==> config.mk <==
export PLATFORM = sky130hd
export DESIGN_NAME = cpu
export DESIGN_NICKNAME = d
export VERILOG_FILES = /design/src/source/cpuTypes.sv /design/src/source/opcodes.sv /design/src/source/controlBus.sv /design/src/source/alu.sv /design/src/source/control.sv /design/src/source/cpu.sv /design/src/source/datapath.sv
export SDC_FILE = /design/constraint.sdc
export NUM_CORES = 1
export LEC_CHECK = 0
export BUFFER_PORTS_ARGS = -buffer_cell sky130_fd_sc_hd__buf_2
export CORE_UTILIZATION = 50
export CTS_BUF_LIST = sky130_fd_sc_hd__clkbuf_4 sky130_fd_sc_hd__clkbuf_8
export DETAILED_ROUTE_END_ITERATION = 6
export PLACE_DENSITY_LB_ADDON = 0.1
export RECOVER_POWER = 100
export SYNTH_ARGS = -nofsm -noshare
export SYNTH_HDL_FRONTEND = slang
export SYNTH_SLANG_ARGS = --single-unit
export TNS_END_PERCENT = 5
==> constraint.sdc <==
create_clock -name Clock -period 4.65 [get_ports Clock]
set_clock_uncertainty 0.2 [all_clocks]
set_input_delay 0.93 -clock Clock [delete_from_list [all_inputs] [get_ports Clock]]
set_output_delay 0.93 -clock Clock [all_outputs]
set_load 0.02 [all_outputs]
==> src/source/cpuTypes.sv <==
package cpuTypes;

   typedef logic [15:0] word_t;
   typedef logic [2:0]  regIndex_t;

   typedef struct packed {
      logic carry;
      logic zero;
      logic negative;
      logic overflow;
   } flags_t;

   // Same word, decoded as register or immediate form
   typedef union packed {
      struct packed {
         logic [4:0] opcode;
         regIndex_t  rd;
         regIndex_t  rs;
         logic [4:0] spare;
      } regForm;
      struct packed {
         logic [4:0] opcode;
         regIndex_t  rd;
         logic [7:0] imm;
      } immForm;
   } instruction_t;

endpackage

==> src/source/opcodes.sv <==
package opcodes;

   // Instruction opcodes, top five bits of the instruction word
   typedef enum logic [4:0] {
      ADD   = 5'h01,    // rd = rd + rs
      ADDI  = 5'h02,    // rd = rd + sext(imm)
      ADDIB = 5'h03,    // rd = rd + {imm, 8'h00}
      ADC   = 5'h04,    // rd = rd + rs + carry
      ADCI  = 5'h05,    // rd = rd + sext(imm) + carry
      ST    = 5'h06     // mem[rs] = rd
   } Opcode_t;

   // ALU function select
   typedef enum logic [1:0] {
      FnNOP = 2'b00,
      FnADD = 2'b01,
      FnADC = 2'b10
   } alu_functions_t;

   // First ALU operand
   typedef enum logic {
      Op1Rd1 = 1'b0,    // Register read port 1
      Op1Pc  = 1'b1
   } Op1_select_t;

   // Next program counter
   typedef enum logic {
      Pc1    = 1'b0,
      PcHold = 1'b1
   } pc_select_t;

endpackage

==> src/source/controlBus.sv <==
interface controlBus;

   opcodes::alu_functions_t AluOp;
   opcodes::Op1_select_t    Op1Sel;
   logic                    Op2Sel;     // High for register, low for immediate
   logic                    ImmSel;     // Upper byte immediate
   logic                    Rs1Sel;     // Read port 1 takes rd
   logic                    RegWe;
   logic                    PcWe;
   opcodes::pc_select_t     PcSel;
   logic                    PcEn;       // PC onto the address bus
   logic                    IrWe;
   logic                    AddrSel;    // rs register as address
   logic                    WdEn;

   modport sequencer (
      output AluOp, Op1Sel, Op2Sel, ImmSel, Rs1Sel, RegWe,
      output PcWe, PcSel, PcEn, IrWe, AddrSel, WdEn
   );

   modport datapath (
      input AluOp, Op1Sel, Op2Sel, ImmSel, Rs1Sel, RegWe,
      input PcWe, PcSel, PcEn, IrWe, AddrSel, WdEn
   );

endinterface

==> src/source/alu.sv <==
module alu (
   input  opcodes::alu_functions_t  Function,
   input  cpuTypes::word_t          A,
   input  cpuTypes::word_t          B,
   input  logic                     CarryIn,
   output cpuTypes::word_t          Result,
   output cpuTypes::flags_t         FlagsOut
);

   logic [16:0] sum;
   logic        carryTerm;

   always_comb begin
      carryTerm = (Function == opcodes::FnADC) ? CarryIn : 1'b0;
      sum = {1'b0, A} + {1'b0, B} + {16'h0000, carryTerm};
      if (Function == opcodes::FnNOP) begin
         Result = A;
         FlagsOut.carry = CarryIn;      // Carry passes through
         FlagsOut.overflow = 1'b0;
      end else begin
         Result = sum[15:0];
         FlagsOut.carry = sum[16];
         // Same-sign operands giving an opposite-sign result
         FlagsOut.overflow = (A[15] == B[15]) && (sum[15] != A[15]);
      end
      FlagsOut.zero = (Result == 16'h0000);
      FlagsOut.negative = Result[15];
   end

endmodule

==> src/source/control.sv <==
module control (
   input  logic               Clock,
   input  logic               nReset,
   input  opcodes::Opcode_t   Opcode,
   input  cpuTypes::flags_t   Flags,
   controlBus.sequencer       ctl,
   output logic               ALE,
   output logic               nME,
   output logic               nOE,
   output logic               nWE,
   output logic               ENB
);

   enum logic {fetch, execute} state;
   enum logic [1:0] {fet1, fet2, fet3, fet4} fetchSub;
   enum logic {exe1, exe2} executeSub;

   always_ff @(posedge Clock or negedge nReset) begin
      if (!nReset) begin
         state <= fetch;
         fetchSub <= fet1;
         executeSub <= exe1;
      end else if (state == fetch) begin
         case (fetchSub)
            fet1: fetchSub <= fet2;
            fet2: fetchSub <= fet3;
            fet3: fetchSub <= fet4;
            default: begin
               state <= execute;
               fetchSub <= fet1;
               executeSub <= exe1;
            end
         endcase
      end else begin
         if (executeSub == exe1 && Opcode == opcodes::ST)
            executeSub <= exe2;   // Store needs a write cycle
         else begin
            state <= fetch;
            executeSub <= exe1;
         end
      end
   end

   always_comb begin
      ctl.AluOp   = opcodes::FnNOP;
      ctl.Op1Sel  = opcodes::Op1Rd1;
      ctl.Op2Sel  = 1'b0;
      ctl.ImmSel  = 1'b0;
      ctl.Rs1Sel  = 1'b0;
      ctl.RegWe   = 1'b0;
      ctl.PcWe    = 1'b0;
      ctl.PcSel   = opcodes::PcHold;
      ctl.PcEn    = 1'b0;
      ctl.IrWe    = 1'b0;
      ctl.AddrSel = 1'b0;
      ctl.WdEn    = 1'b0;
      ALE = 1'b0;
      nME = 1'b1;
      nOE = 1'b1;
      nWE = 1'b1;
      ENB = 1'b0;
      if (state == fetch) begin
         case (fetchSub)
            fet1: begin
               ALE = 1'b1;
               ctl.PcEn = 1'b1;
            end
            fet2: begin
               nME = 1'b0;
               nOE = 1'b0;
            end
            fet3: begin
               nME = 1'b0;
               nOE = 1'b0;
               ENB = 1'b1;
            end
            default: begin
               nME = 1'b0;
               nOE = 1'b0;
               ctl.IrWe = 1'b1;
            end
         endcase
      end else if (executeSub == exe1) begin
         if (Opcode == opcodes::ST) begin
            ALE = 1'b1;          // rs value out as address
            ctl.AddrSel = 1'b1;
         end else begin
            ctl.PcEn = 1'b1;
            ctl.PcWe = 1'b1;
            ctl.PcSel = opcodes::Pc1;
            ctl.Rs1Sel = 1'b1;
            case (Opcode)
               opcodes::ADD: begin
                  ctl.AluOp = opcodes::FnADD;
                  ctl.Op2Sel = 1'b1;
                  ctl.RegWe = 1'b1;
               end
               opcodes::ADDI: begin
                  ctl.AluOp = opcodes::FnADD;
                  ctl.RegWe = 1'b1;
               end
               opcodes::ADDIB: begin
                  ctl.AluOp = opcodes::FnADD;
                  ctl.ImmSel = 1'b1;
                  ctl.RegWe = 1'b1;
               end
               opcodes::ADC: begin
                  ctl.AluOp = Flags.carry ? opcodes::FnADC : opcodes::FnADD;
                  ctl.Op2Sel = 1'b1;
                  ctl.RegWe = 1'b1;
               end
               opcodes::ADCI: begin
                  ctl.AluOp = Flags.carry ? opcodes::FnADC : opcodes::FnADD;
                  ctl.RegWe = 1'b1;
               end
               default: ;           // Unknown opcode, PC step only
            endcase
         end
      end else begin
         nME = 1'b0;                // Store write cycle
         nWE = 1'b0;
         ENB = 1'b1;
         ctl.WdEn = 1'b1;
         ctl.PcWe = 1'b1;
         ctl.PcSel = opcodes::Pc1;
      end
   end

endmodule

==> src/source/cpu.sv <==
module cpu #(
   parameter cpuTypes::word_t ResetVector = 16'h0000
) (
   input  logic               Clock,
   input  logic               nReset,
   input  cpuTypes::word_t    ReadData,
   output cpuTypes::word_t    Address,
   output cpuTypes::word_t    WriteData,
   output logic               ALE,
   output logic               nME,
   output logic               nOE,
   output logic               nWE,
   output logic               ENB
);

   opcodes::Opcode_t opcode;
   cpuTypes::flags_t flags;

   controlBus ctlBus ();

   control sequencer (
      .Clock  (Clock),
      .nReset (nReset),
      .Opcode (opcode),
      .Flags  (flags),
      .ctl    (ctlBus.sequencer),
      .ALE    (ALE),
      .nME    (nME),
      .nOE    (nOE),
      .nWE    (nWE),
      .ENB    (ENB)
   );

   datapath #(.ResetVector(ResetVector)) path (
      .Clock     (Clock),
      .nReset    (nReset),
      .ctl       (ctlBus.datapath),
      .ReadData  (ReadData),
      .Address   (Address),
      .WriteData (WriteData),
      .Opcode    (opcode),
      .Flags     (flags)
   );

endmodule

==> src/source/datapath.sv <==
module datapath #(
   parameter cpuTypes::word_t ResetVector = 16'h0000
) (
   input  logic               Clock,
   input  logic               nReset,
   controlBus.datapath        ctl,
   input  cpuTypes::word_t    ReadData,
   output cpuTypes::word_t    Address,
   output cpuTypes::word_t    WriteData,
   output opcodes::Opcode_t   Opcode,
   output cpuTypes::flags_t   Flags
);

   cpuTypes::word_t        regs [8];
   cpuTypes::word_t        pc;
   cpuTypes::instruction_t ir;
   cpuTypes::regIndex_t    rd;
   cpuTypes::regIndex_t    rs;
   cpuTypes::regIndex_t    rs1Index;
   cpuTypes::word_t        rd1;
   cpuTypes::word_t        rd2;
   cpuTypes::word_t        imm;
   cpuTypes::word_t        opA;
   cpuTypes::word_t        opB;
   cpuTypes::word_t        aluResult;
   cpuTypes::flags_t       aluFlags;

   assign rd = ir.regForm.rd;
   assign rs = ir.regForm.rs;
   assign Opcode = opcodes::Opcode_t'(ir.regForm.opcode);

   assign rs1Index = ctl.Rs1Sel ? rd : rs;
   assign rd1 = regs[rs1Index];
   assign rd2 = regs[rs];

   // Upper byte or sign extended
   assign imm = ctl.ImmSel ? {ir.immForm.imm, 8'h00}
                           : {{8{ir.immForm.imm[7]}}, ir.immForm.imm};

   assign opA = (ctl.Op1Sel == opcodes::Op1Pc) ? pc : rd1;
   assign opB = ctl.Op2Sel ? rd2 : imm;

   alu adder (
      .Function (ctl.AluOp),
      .A        (opA),
      .B        (opB),
      .CarryIn  (Flags.carry),
      .Result   (aluResult),
      .FlagsOut (aluFlags)
   );

   always_ff @(posedge Clock or negedge nReset) begin
      if (!nReset) begin
         for (int i = 0; i < 8; i++)
            regs[i] <= '0;
         Flags <= '0;
      end else if (ctl.RegWe) begin
         regs[rd] <= aluResult;
         Flags <= aluFlags;
      end
   end

   always_ff @(posedge Clock or negedge nReset) begin
      if (!nReset) begin
         pc <= ResetVector;
         ir <= '0;
      end else begin
         if (ctl.PcWe)
            pc <= (ctl.PcSel == opcodes::Pc1) ? pc + 16'd1 : pc;
         if (ctl.IrWe)
            ir <= ReadData;   // End of fet4
      end
   end

   assign Address = ctl.AddrSel ? rd1 : (ctl.PcEn ? pc : '0);
   assign WriteData = ctl.WdEn ? regs[rd] : '0;

endmodule

# Word level (Yosys, flattened, before mapping)
# Cells that the tools add are included.
word_totals:
  register_bits: 165
  in_bits: 18
  out_inout_bits: 37
  elab_cells: 112
classes:
  add_sub_neg: 3
  magnitude_cmp: 4
  n_eq_ne: 10
  muxes: 64
  n_bitwise: 6
  reduce_logical: 11
ops:
  columns: ["cell", "n"]
  rows:
  - ["16-bit 2-to-1 mux", 12]
  - ["16-bit binary-select mux with 3-bit select", 3]
  - ["128-bit bitwise mux", 1]
  - ["16-bit demux with 3-bit select", 1]
  - ["1-bit 2-to-1 mux", 39]
  - ["16-bit by 16-bit adder with 17-bit output", 1]
  - ["17-bit by 1-bit adder with 17-bit output", 1]
  - ["16-bit by 1-bit adder with 16-bit output (second input constant)", 1]
  - ["5-bit by 3-bit equality test with 1-bit output (second input constant)", 3]
  - ["15-bit 2-to-1 mux", 1]
  - ["4-bit greater-or-equal comparator (second input constant)", 3]
  - ["3-bit inverter with 4-bit output", 3]
  - ["5-bit by 2-bit equality test with 1-bit output (second input constant)", 2]
  - ["2-bit 2-to-1 mux", 4]
  - ["2-bit case mux with 3 select lines", 1]
  - ["3-bit OR reduction", 2]
  - ["5-bit by 1-bit equality test with 1-bit output (second input constant)", 1]
  - ["5-bit OR reduction", 1]
  - ["2-bit equality test (second input constant)", 2]
  - ["2-bit logical NOT", 2]
  - ["4-bit by 1-bit less-than comparator with 1-bit output (second input constant)", 1]
  - ["2-bit case mux with 2 select lines", 1]
  - ["2-bit AND reduction", 2]
  - ["2-bit OR reduction", 2]
  - ["other kinds (5)", 8]

# Logic depth before layout (Yosys ltp)
depth:
  ltp_word: 13
  mapped_depth: 19

# By module
# Synthesis repeated with hierarchy kept, for this count alone.
hier_totals:
  hier_cells: 1268
  hier_area_um2: 12495.7
by_module_without_submodules:
  columns: ["module", "n_inst", "cells_per_inst", "area_each_um2", "seq_area_each_um2"]
  rows:
  - ["datapath", 1, 1068, 11095.6, 4103.9]
  - ["alu", 1, 146, 999.7, 0.0]
  - ["control", 1, 54, 400.4, 100.1]

# Worst setup path after synthesis
# Ideal clock, no wire load.
synth_timing:
  path_type: "flip-flop to flip-flop"
  from: "register sequencer.state"
  to: "register path.regs[108] (netlist bit)"
  setup_time_ns: 0.139
  arrival_ns: 3.903
  path_slack_ns: 0.407
  path_stages_with_launch: 19
  n_path_buf: 3
  period_less_slack_ns: 4.243
  cell_sequence: "dfrtp_1 nor2b_1 buf_4 mux2i_2 a211oi_2 buf_2 buf_2 nand2_1 a32oi_1 nand3_1 fa_1 fa_1 nor2b_1 o31ai_1 a211oi_1 o31a_1 nor2_1 xor2_1 o21ai_0"
synth_between:
  elab_chain_len: 10
synth_rtl:
  columns: ["element", "line", "rtl"]
  rows:
  - ["from (decl)", "control.sv:14", "enum logic {fetch, execute} state;"]
  - ["from (signal assigned)", "control.sv:20", "state <= fetch;"]
  - ["from (signal assigned)", "control.sv:29", "state <= execute;"]
  - ["from (signal assigned)", "control.sv:38", "state <= fetch;"]
  - ["1-bit 2-to-1 mux", "control.sv:62", "if (state == fetch) begin"]
  - ["3-bit 2-to-1 mux", "datapath.sv:32", "assign rs1Index = ctl.Rs1Sel ? rd : rs;"]
  - ["3-bit inverter with 4-bit output (implied by the code)", "datapath.sv:33", "assign rd1 = regs[rs1Index];"]
  - ["16-bit binary-select mux with 3-bit select", "datapath.sv:33", null]
  - ["16-bit 2-to-1 mux (implied by the code) (2 in series)", "datapath.sv:33", null]
  - ["16-bit by 16-bit adder with 17-bit output", "alu.sv:15", "sum = {1'b0, A} + {1'b0, B} + {16'h0000, carryTerm};"]
  - ["17-bit by 1-bit adder with 17-bit output", "alu.sv:15", null]
  - ["16-bit 2-to-1 mux", "alu.sv:16", "if (Function == opcodes::FnNOP) begin"]
  - ["128-bit bitwise mux", "datapath.sv:58", "regs[rd] <= aluResult;"]
  - ["to (signal, indexed assignment)", "datapath.sv:58", null]
  - ["to (decl)", "datapath.sv:14", "cpuTypes::word_t regs [8];"]
# Several ways; a longest one is shown, not always the timed one. The select of a mux whose other input is x is not followed.
# A chain may end at the register's enable or synchronous reset.

# Worst setup path after layout
layout_timing:
  from: "register sequencer.executeSub"
  to: "register path.regs[94] (netlist bit)"
layout_between:
  elab_chain_len: 11
layout_rtl:
  columns: ["element", "line", "rtl"]
  rows:
  - ["from (decl)", "control.sv:16", "enum logic {exe1, exe2} executeSub;"]
  - ["from (signal assigned)", "control.sv:22", "executeSub <= exe1;"]
  - ["from (signal assigned)", "control.sv:31", "executeSub <= exe1;"]
  - ["from (signal assigned)", "control.sv:36", "executeSub <= exe2;"]
  - ["1-bit 2-to-1 mux", "control.sv:83", "end else if (executeSub == exe1) begin"]
  - ["1-bit 2-to-1 mux", "control.sv:62", null]
  - ["3-bit 2-to-1 mux", "datapath.sv:32", null]
  - ["3-bit inverter with 4-bit output (implied by the code)", "datapath.sv:33", null]
  - ["16-bit binary-select mux with 3-bit select", "datapath.sv:33", null]
  - ["16-bit 2-to-1 mux (implied by the code) (2 in series)", "datapath.sv:33", null]
  - ["16-bit by 16-bit adder with 17-bit output", "alu.sv:15", null]
  - ["17-bit by 1-bit adder with 17-bit output", "alu.sv:15", null]
  - ["16-bit 2-to-1 mux", "alu.sv:16", null]
  - ["128-bit bitwise mux", "datapath.sv:58", null]
# Several ways; a longest one is shown, not always the timed one. The select of a mux whose other input is x is not followed.

==> Flow_metrics.wiki <==
{| class="wikitable"
! Metric !! Value
|-
| Number of buffers and inverters on the critical path || 2
|-
| Internal cell power || approximately 5.1 mW
|-
| Synthesis-to-finish area growth || 12.75%
|-
| Hold Path Depth || 1
|-
| Routability Congestion || 0.9473
|-
| Power per Cell Area || ~870 nW/um2
|-
| Most common cell after layout, fill and taps aside || nand2_1
|-
| Violation count after the first detailed-route iteration || roughly 1200
|-
| Std-Cell Rows || 53
|-
| CTS sink cnt || approximately 170
|-
| Final non-filler cell total || between 1500 and 2000
|-
| Switching share of power || 0.5186
|-
| DR WL/cell || 23.56 um
|-
| Final setup fails || 0
|-
| Adder and majority gate portion of the synthesized area || 0.02583
|-
| Critical path startpoint category || flip-flop
|-
| Class of the most critical setup path || reg -> reg
|-
| Port buffer count || 54
|-
| Final WS setup || 157.2 ps
|-
| Synthesized net count || ~1200
|-
| Synthesized instance count || ~1200
|-
| Cell area after synthesis || ~11000 um2
|-
| Sequential share of power || 0.232
|-
| Switching power total || approximately 5.4 mW
|-
| Sum of overflow across all layers after global routing || 0
|-
| Async set-reset flop share out of synthesis || 1.000
|-
| Yosys Warn Count || 0
|-
| Source-to-sink clock delay at the later pin of the worst-skew pair || between 400 and 500 ps
|-
| Cell chain of the critical path || nand2b_1 > a21oi_4 > mux2i_2 > buf_4 > mux2i_1 > mux2i_1 > mux2_2 > ha_1 > nor2b_2 > o31ai_2 > a211oi_2 > o31a_1 > buf_4 > a211o_1 > o21ai_0
|-
| Post-detailed-route count of antenna-violating nets || 0
|-
| Initial antenna violation count || 0
|-
| Slew at the pin closest to its max-slew limit || roughly 3200 ps
|-
| Count of state elements after synthesis || ~170
|-
| Count of endpoints failing hold in the final timing report || 0
|-
| Post-synth EDFFs || 0
|-
| Worst Setup End Kind || flip-flop
|-
| Mean Syn Cell Area || about 8.9 um2
|-
| Highest ir drop seen on vdd || 535.3 uV
|-
| Pin count of the biggest net entering global routing || slightly below 100
|-
| Sequential fraction of the synthesis area || 0.3840
|-
| Clock share of power || 0.110
|-
| Data required time at the worst endpoint || ~4800 ps
|-
| Number of cells on the worst reg-to-reg path || 15
|-
| Overall routing resource usage || 0.3440
|-
| Longest Clk Path Bufs || 2
|-
| Hold WC Path Type || reg -> reg
|-
| Slowest stage cell on the critical path || dfrtp_1
|-
| Total number of H-tree levels || 4
|-
| Relative max-transition margin || -1.106
|-
| Most frequent cells in the layout || 269 x nand2_1, 162 x dfrtp_1, 143 x o21ai_0
|-
| RSZ-0062 raised after global routing || true
|-
| Combinational share of power || 0.658
|-
| Max-cap violation count || 1
|-
| Clock-pin transition on the worst setup and hold timing paths || ~100 ps
|-
| Via Count || roughly 10000
|-
| Setup slack of the worst register-to-register path || 160 ps
|-
| Compound-cell area share of the yosys netlist || 0.1947
|-
| HPWL after detailed placement || about 25000 um
|-
| Die span in x || approximately 150 um
|-
| Start point of the worst hold path || path.pc[15]$_DFFE_PN0P_
|-
| Die outline height || roughly 150 um
|-
| Peak Freq || 0.2226 GHz
|-
| Post-layout net count || 1309
|-
| Final total negative setup slack || 0 ps
|-
| Via count of the first global-routing pass || 9446
|-
| Starting utilization of the core area || 0.5115
|-
| Wire length of the first global-routing pass || approximately 56000 um
|-
| Hold Crit Endpoint || path.pc[15]$_DFFE_PN0P_
|-
| Clock tree from TritonCTS || done
|-
| Drc violations || 0
|-
| Per-cell via count in the routed design || about 6.5
|-
| Clock buffer count from CTS || 17
|-
| Share of post-route cells with drive strength above 1 || 0.2050
|-
| Worst setup slack before clock tree synthesis || between 15 and 20 ps
|-
| Largest family of logic cells by synthesized area || compound AO/OA/AOI/OAI gates
|-
| Detailed-router iteration count before antenna repair || 5
|-
| Synth Area in XOR/XNOR || 0.01955
|-
| Final Max Slew Viols || 70
|-
| Layout filler cell count || 1861
|-
| Reg-to-reg critical path endpoint || path.regs[94]$_DFFE_PN0P_
|-
| Reg-to-reg critical path startpoint || sequencer.executeSub$_DFFE_PN0P_
|-
| Hold bufs inserted after CTS || 0
|-
| Share of the clock period used by the worst path || 0.9662
|-
| Run status || finished, violations left
|-
| Placed Instances || approximately 1500
|-
| Count of distinct cell types in the synthesized netlist || 60
|-
| Family with the most delay on the worst path || compound AO/OA/AOI/OAI gates
|-
| Worst Hold Margin || approximately 290 ps
|-
| Standard cell core area || ~21000 um2
|-
| Post-route core utilization || 0.5767
|-
| Post-synth top flop || dfrtp_1
|-
| Violations in the final reports || max-capacitance violations, max-slew violations
|-
| CP Max Fanout || 9
|-
| Total Die Area || between 20000 and 25000 um2
|-
| Number of top-level pins || 55
|-
| CP max stage delay || 480 ps
|-
| Total detailed-routing wirelength || between 30000 and 40000 um
|-
| Number of diodes added for antenna fixing || 0
|-
| CTS root buf || clkbuf_8
|-
| Arrival time worst endpoint || 4680 ps
|-
| Simple logic cell fraction of the synthesized area || 0.1832
|-
| Multiplexer share of the synthesized area || 0.1540
|-
| P_leak || 5.277 nW
|-
| Minimum clock period after layout || ~4500 ps
|}
cells in the mapped netlist, types with 4 or more instances:
library cell    n  share of area
mux2_2         33          0.035
a21o_1          4         0.0028
o22ai_1        14         0.0081
o21a_1          7         0.0049
or3_1           6         0.0035
mux2i_1        43          0.040
a21oi_1        36          0.017
nor3_1          7         0.0033
clkbuf_1       55          0.019
o21ai_1        20         0.0093
xor2_1          9         0.0073
and2_1          7         0.0041
nor2b_1         6         0.0035
a22o_1         19          0.015
ha_1           19          0.022
nand2b_1        8         0.0047
a32oi_1        17          0.014
a31oi_1         9         0.0052
xnor2_1        15          0.012
nand3_1        48          0.022
nor2_1         55          0.019
a211oi_1        4         0.0028
or2_2           4         0.0023
buf_1           6         0.0021
nand3b_1        4         0.0028
inv_1          18         0.0063
nand2_1       269          0.094
and3_1         20          0.012
a22oi_1        18          0.013
mux4_2         36          0.075
a221oi_1       21          0.017
o21ai_0       145          0.067
buf_2          18         0.0084
dfrtp_1       165           0.38
worst reg2reg max path, delay by kind of cell (launching register included):
| family | cells | cell delay [ps] |
|---|---|---|
| simple gates | 2 | 470 |
| flops | 1 | 480 |
| buf+inv | 2 | 340 |
| mux | 4 | 850 |
| fa+ha+maj | 1 | 360 |
| compound gates | 6 | 1710 |
how the worst max path moves through the flow:
stage,from,end,slack [ps],depth (start not counted)
detailed placement,sequencer.executeSub$_DFFE_PN0P_,path.regs[44]$_DFFE_PN0P_,20,16
floorplan,sequencer.state$_DFF_PN0_,path.regs[108]$_DFFE_PN0P_,410,18
global placement,sequencer.executeSub$_DFFE_PN0P_,path.regs[76]$_DFFE_PN0P_,160,17
global route,path.ir[11]$_DFFE_PN0P_,path.regs[110]$_DFFE_PN0P_,-100,15
CTS,sequencer.executeSub$_DFFE_PN0P_,path.regs[94]$_DFFE_PN0P_,70,17
finish,sequencer.executeSub$_DFFE_PN0P_,path.regs[94]$_DFFE_PN0P_,160,15
kinds of logic (layout without fill, tap and decap cells):
logic type,Yosys count,count (layout)
compound gates,334,335
xor+xnor,24,24
fa+ha+maj,21,21
buf+inv,101,175
flops,165,165
mux,115,115
simple gates,448,448
through the flow:
stage | cell area (um2) | power [mW]
floorplan | 10750 | 6.591
global placement | 11590 | 8.947
detailed placement | 11590 | 8.985
CTS | 12030 | 10.18
global route | 12120 | 11.14
finish | 12120 | 10.50
repair_timing:
| action | CTS | global route |
|---|---|---|
| buffers inserted | 0 | 3 |
| endpoints found under the hold margin | 0 | 0 |
| gates resized for setup | 1 | 9 |
| gates cloned | 0 | 2 |
| pin swaps | 0 | 1 |
| endpoints found under the setup margin | 2 | 55 |
power groups by stage:
stage          combinational (mW)  clock [mW]  sequential, mW
2_1_floorplan                4.40           0            2.19
3_3_place_gp                 6.54           0            2.41
3_5_place_dp                 6.56           0            2.42
4_1_cts                      6.61        1.17            2.40
5_1_grt                      7.43        1.24            2.48
6_report                     6.91        1.16            2.43
final cells by class:
class / count / area, um2 / area share
multi-input cells: 943 / 6272 / 0.5174
flip-flops and latches: 165 / 4133 / 0.3409
repair buffers: 124 / 867.1 / 0.07152
well taps: 275 / 344.1 / 0.02838
clock buffers: 20 / 269.0 / 0.02219
clock inverters: 12 / 166.4 / 0.01373
inverters: 19 / 71.32 / 0.005883
per-layer routing:
| metal | track usage | wire length, um | vias to the layer above |
|---|---|---|---|
| met1 | 0.4971 | 15610 | 4870 |
| met5 | 0 | 0 | - |
| li1 | - | - | 4498 |
| met3 | 0.06104 | 3674 | 91 |
| met2 | 0.5147 | 16060 | 603 |
| met4 | 0.1268 | 1353 | 0 |
state kept, by name, indices dropped and copies added (netlist names):
| name | count |
|---|---|
| sequencer.state | 1 |
| path.pc | 16 |
| path.Flags | 1 |
| sequencer.executeSub | 1 |
| path.ir | 16 |
| sequencer.fetchSub | 2 |
| path.regs | 128 |
(Power assumes the default switching activity.)
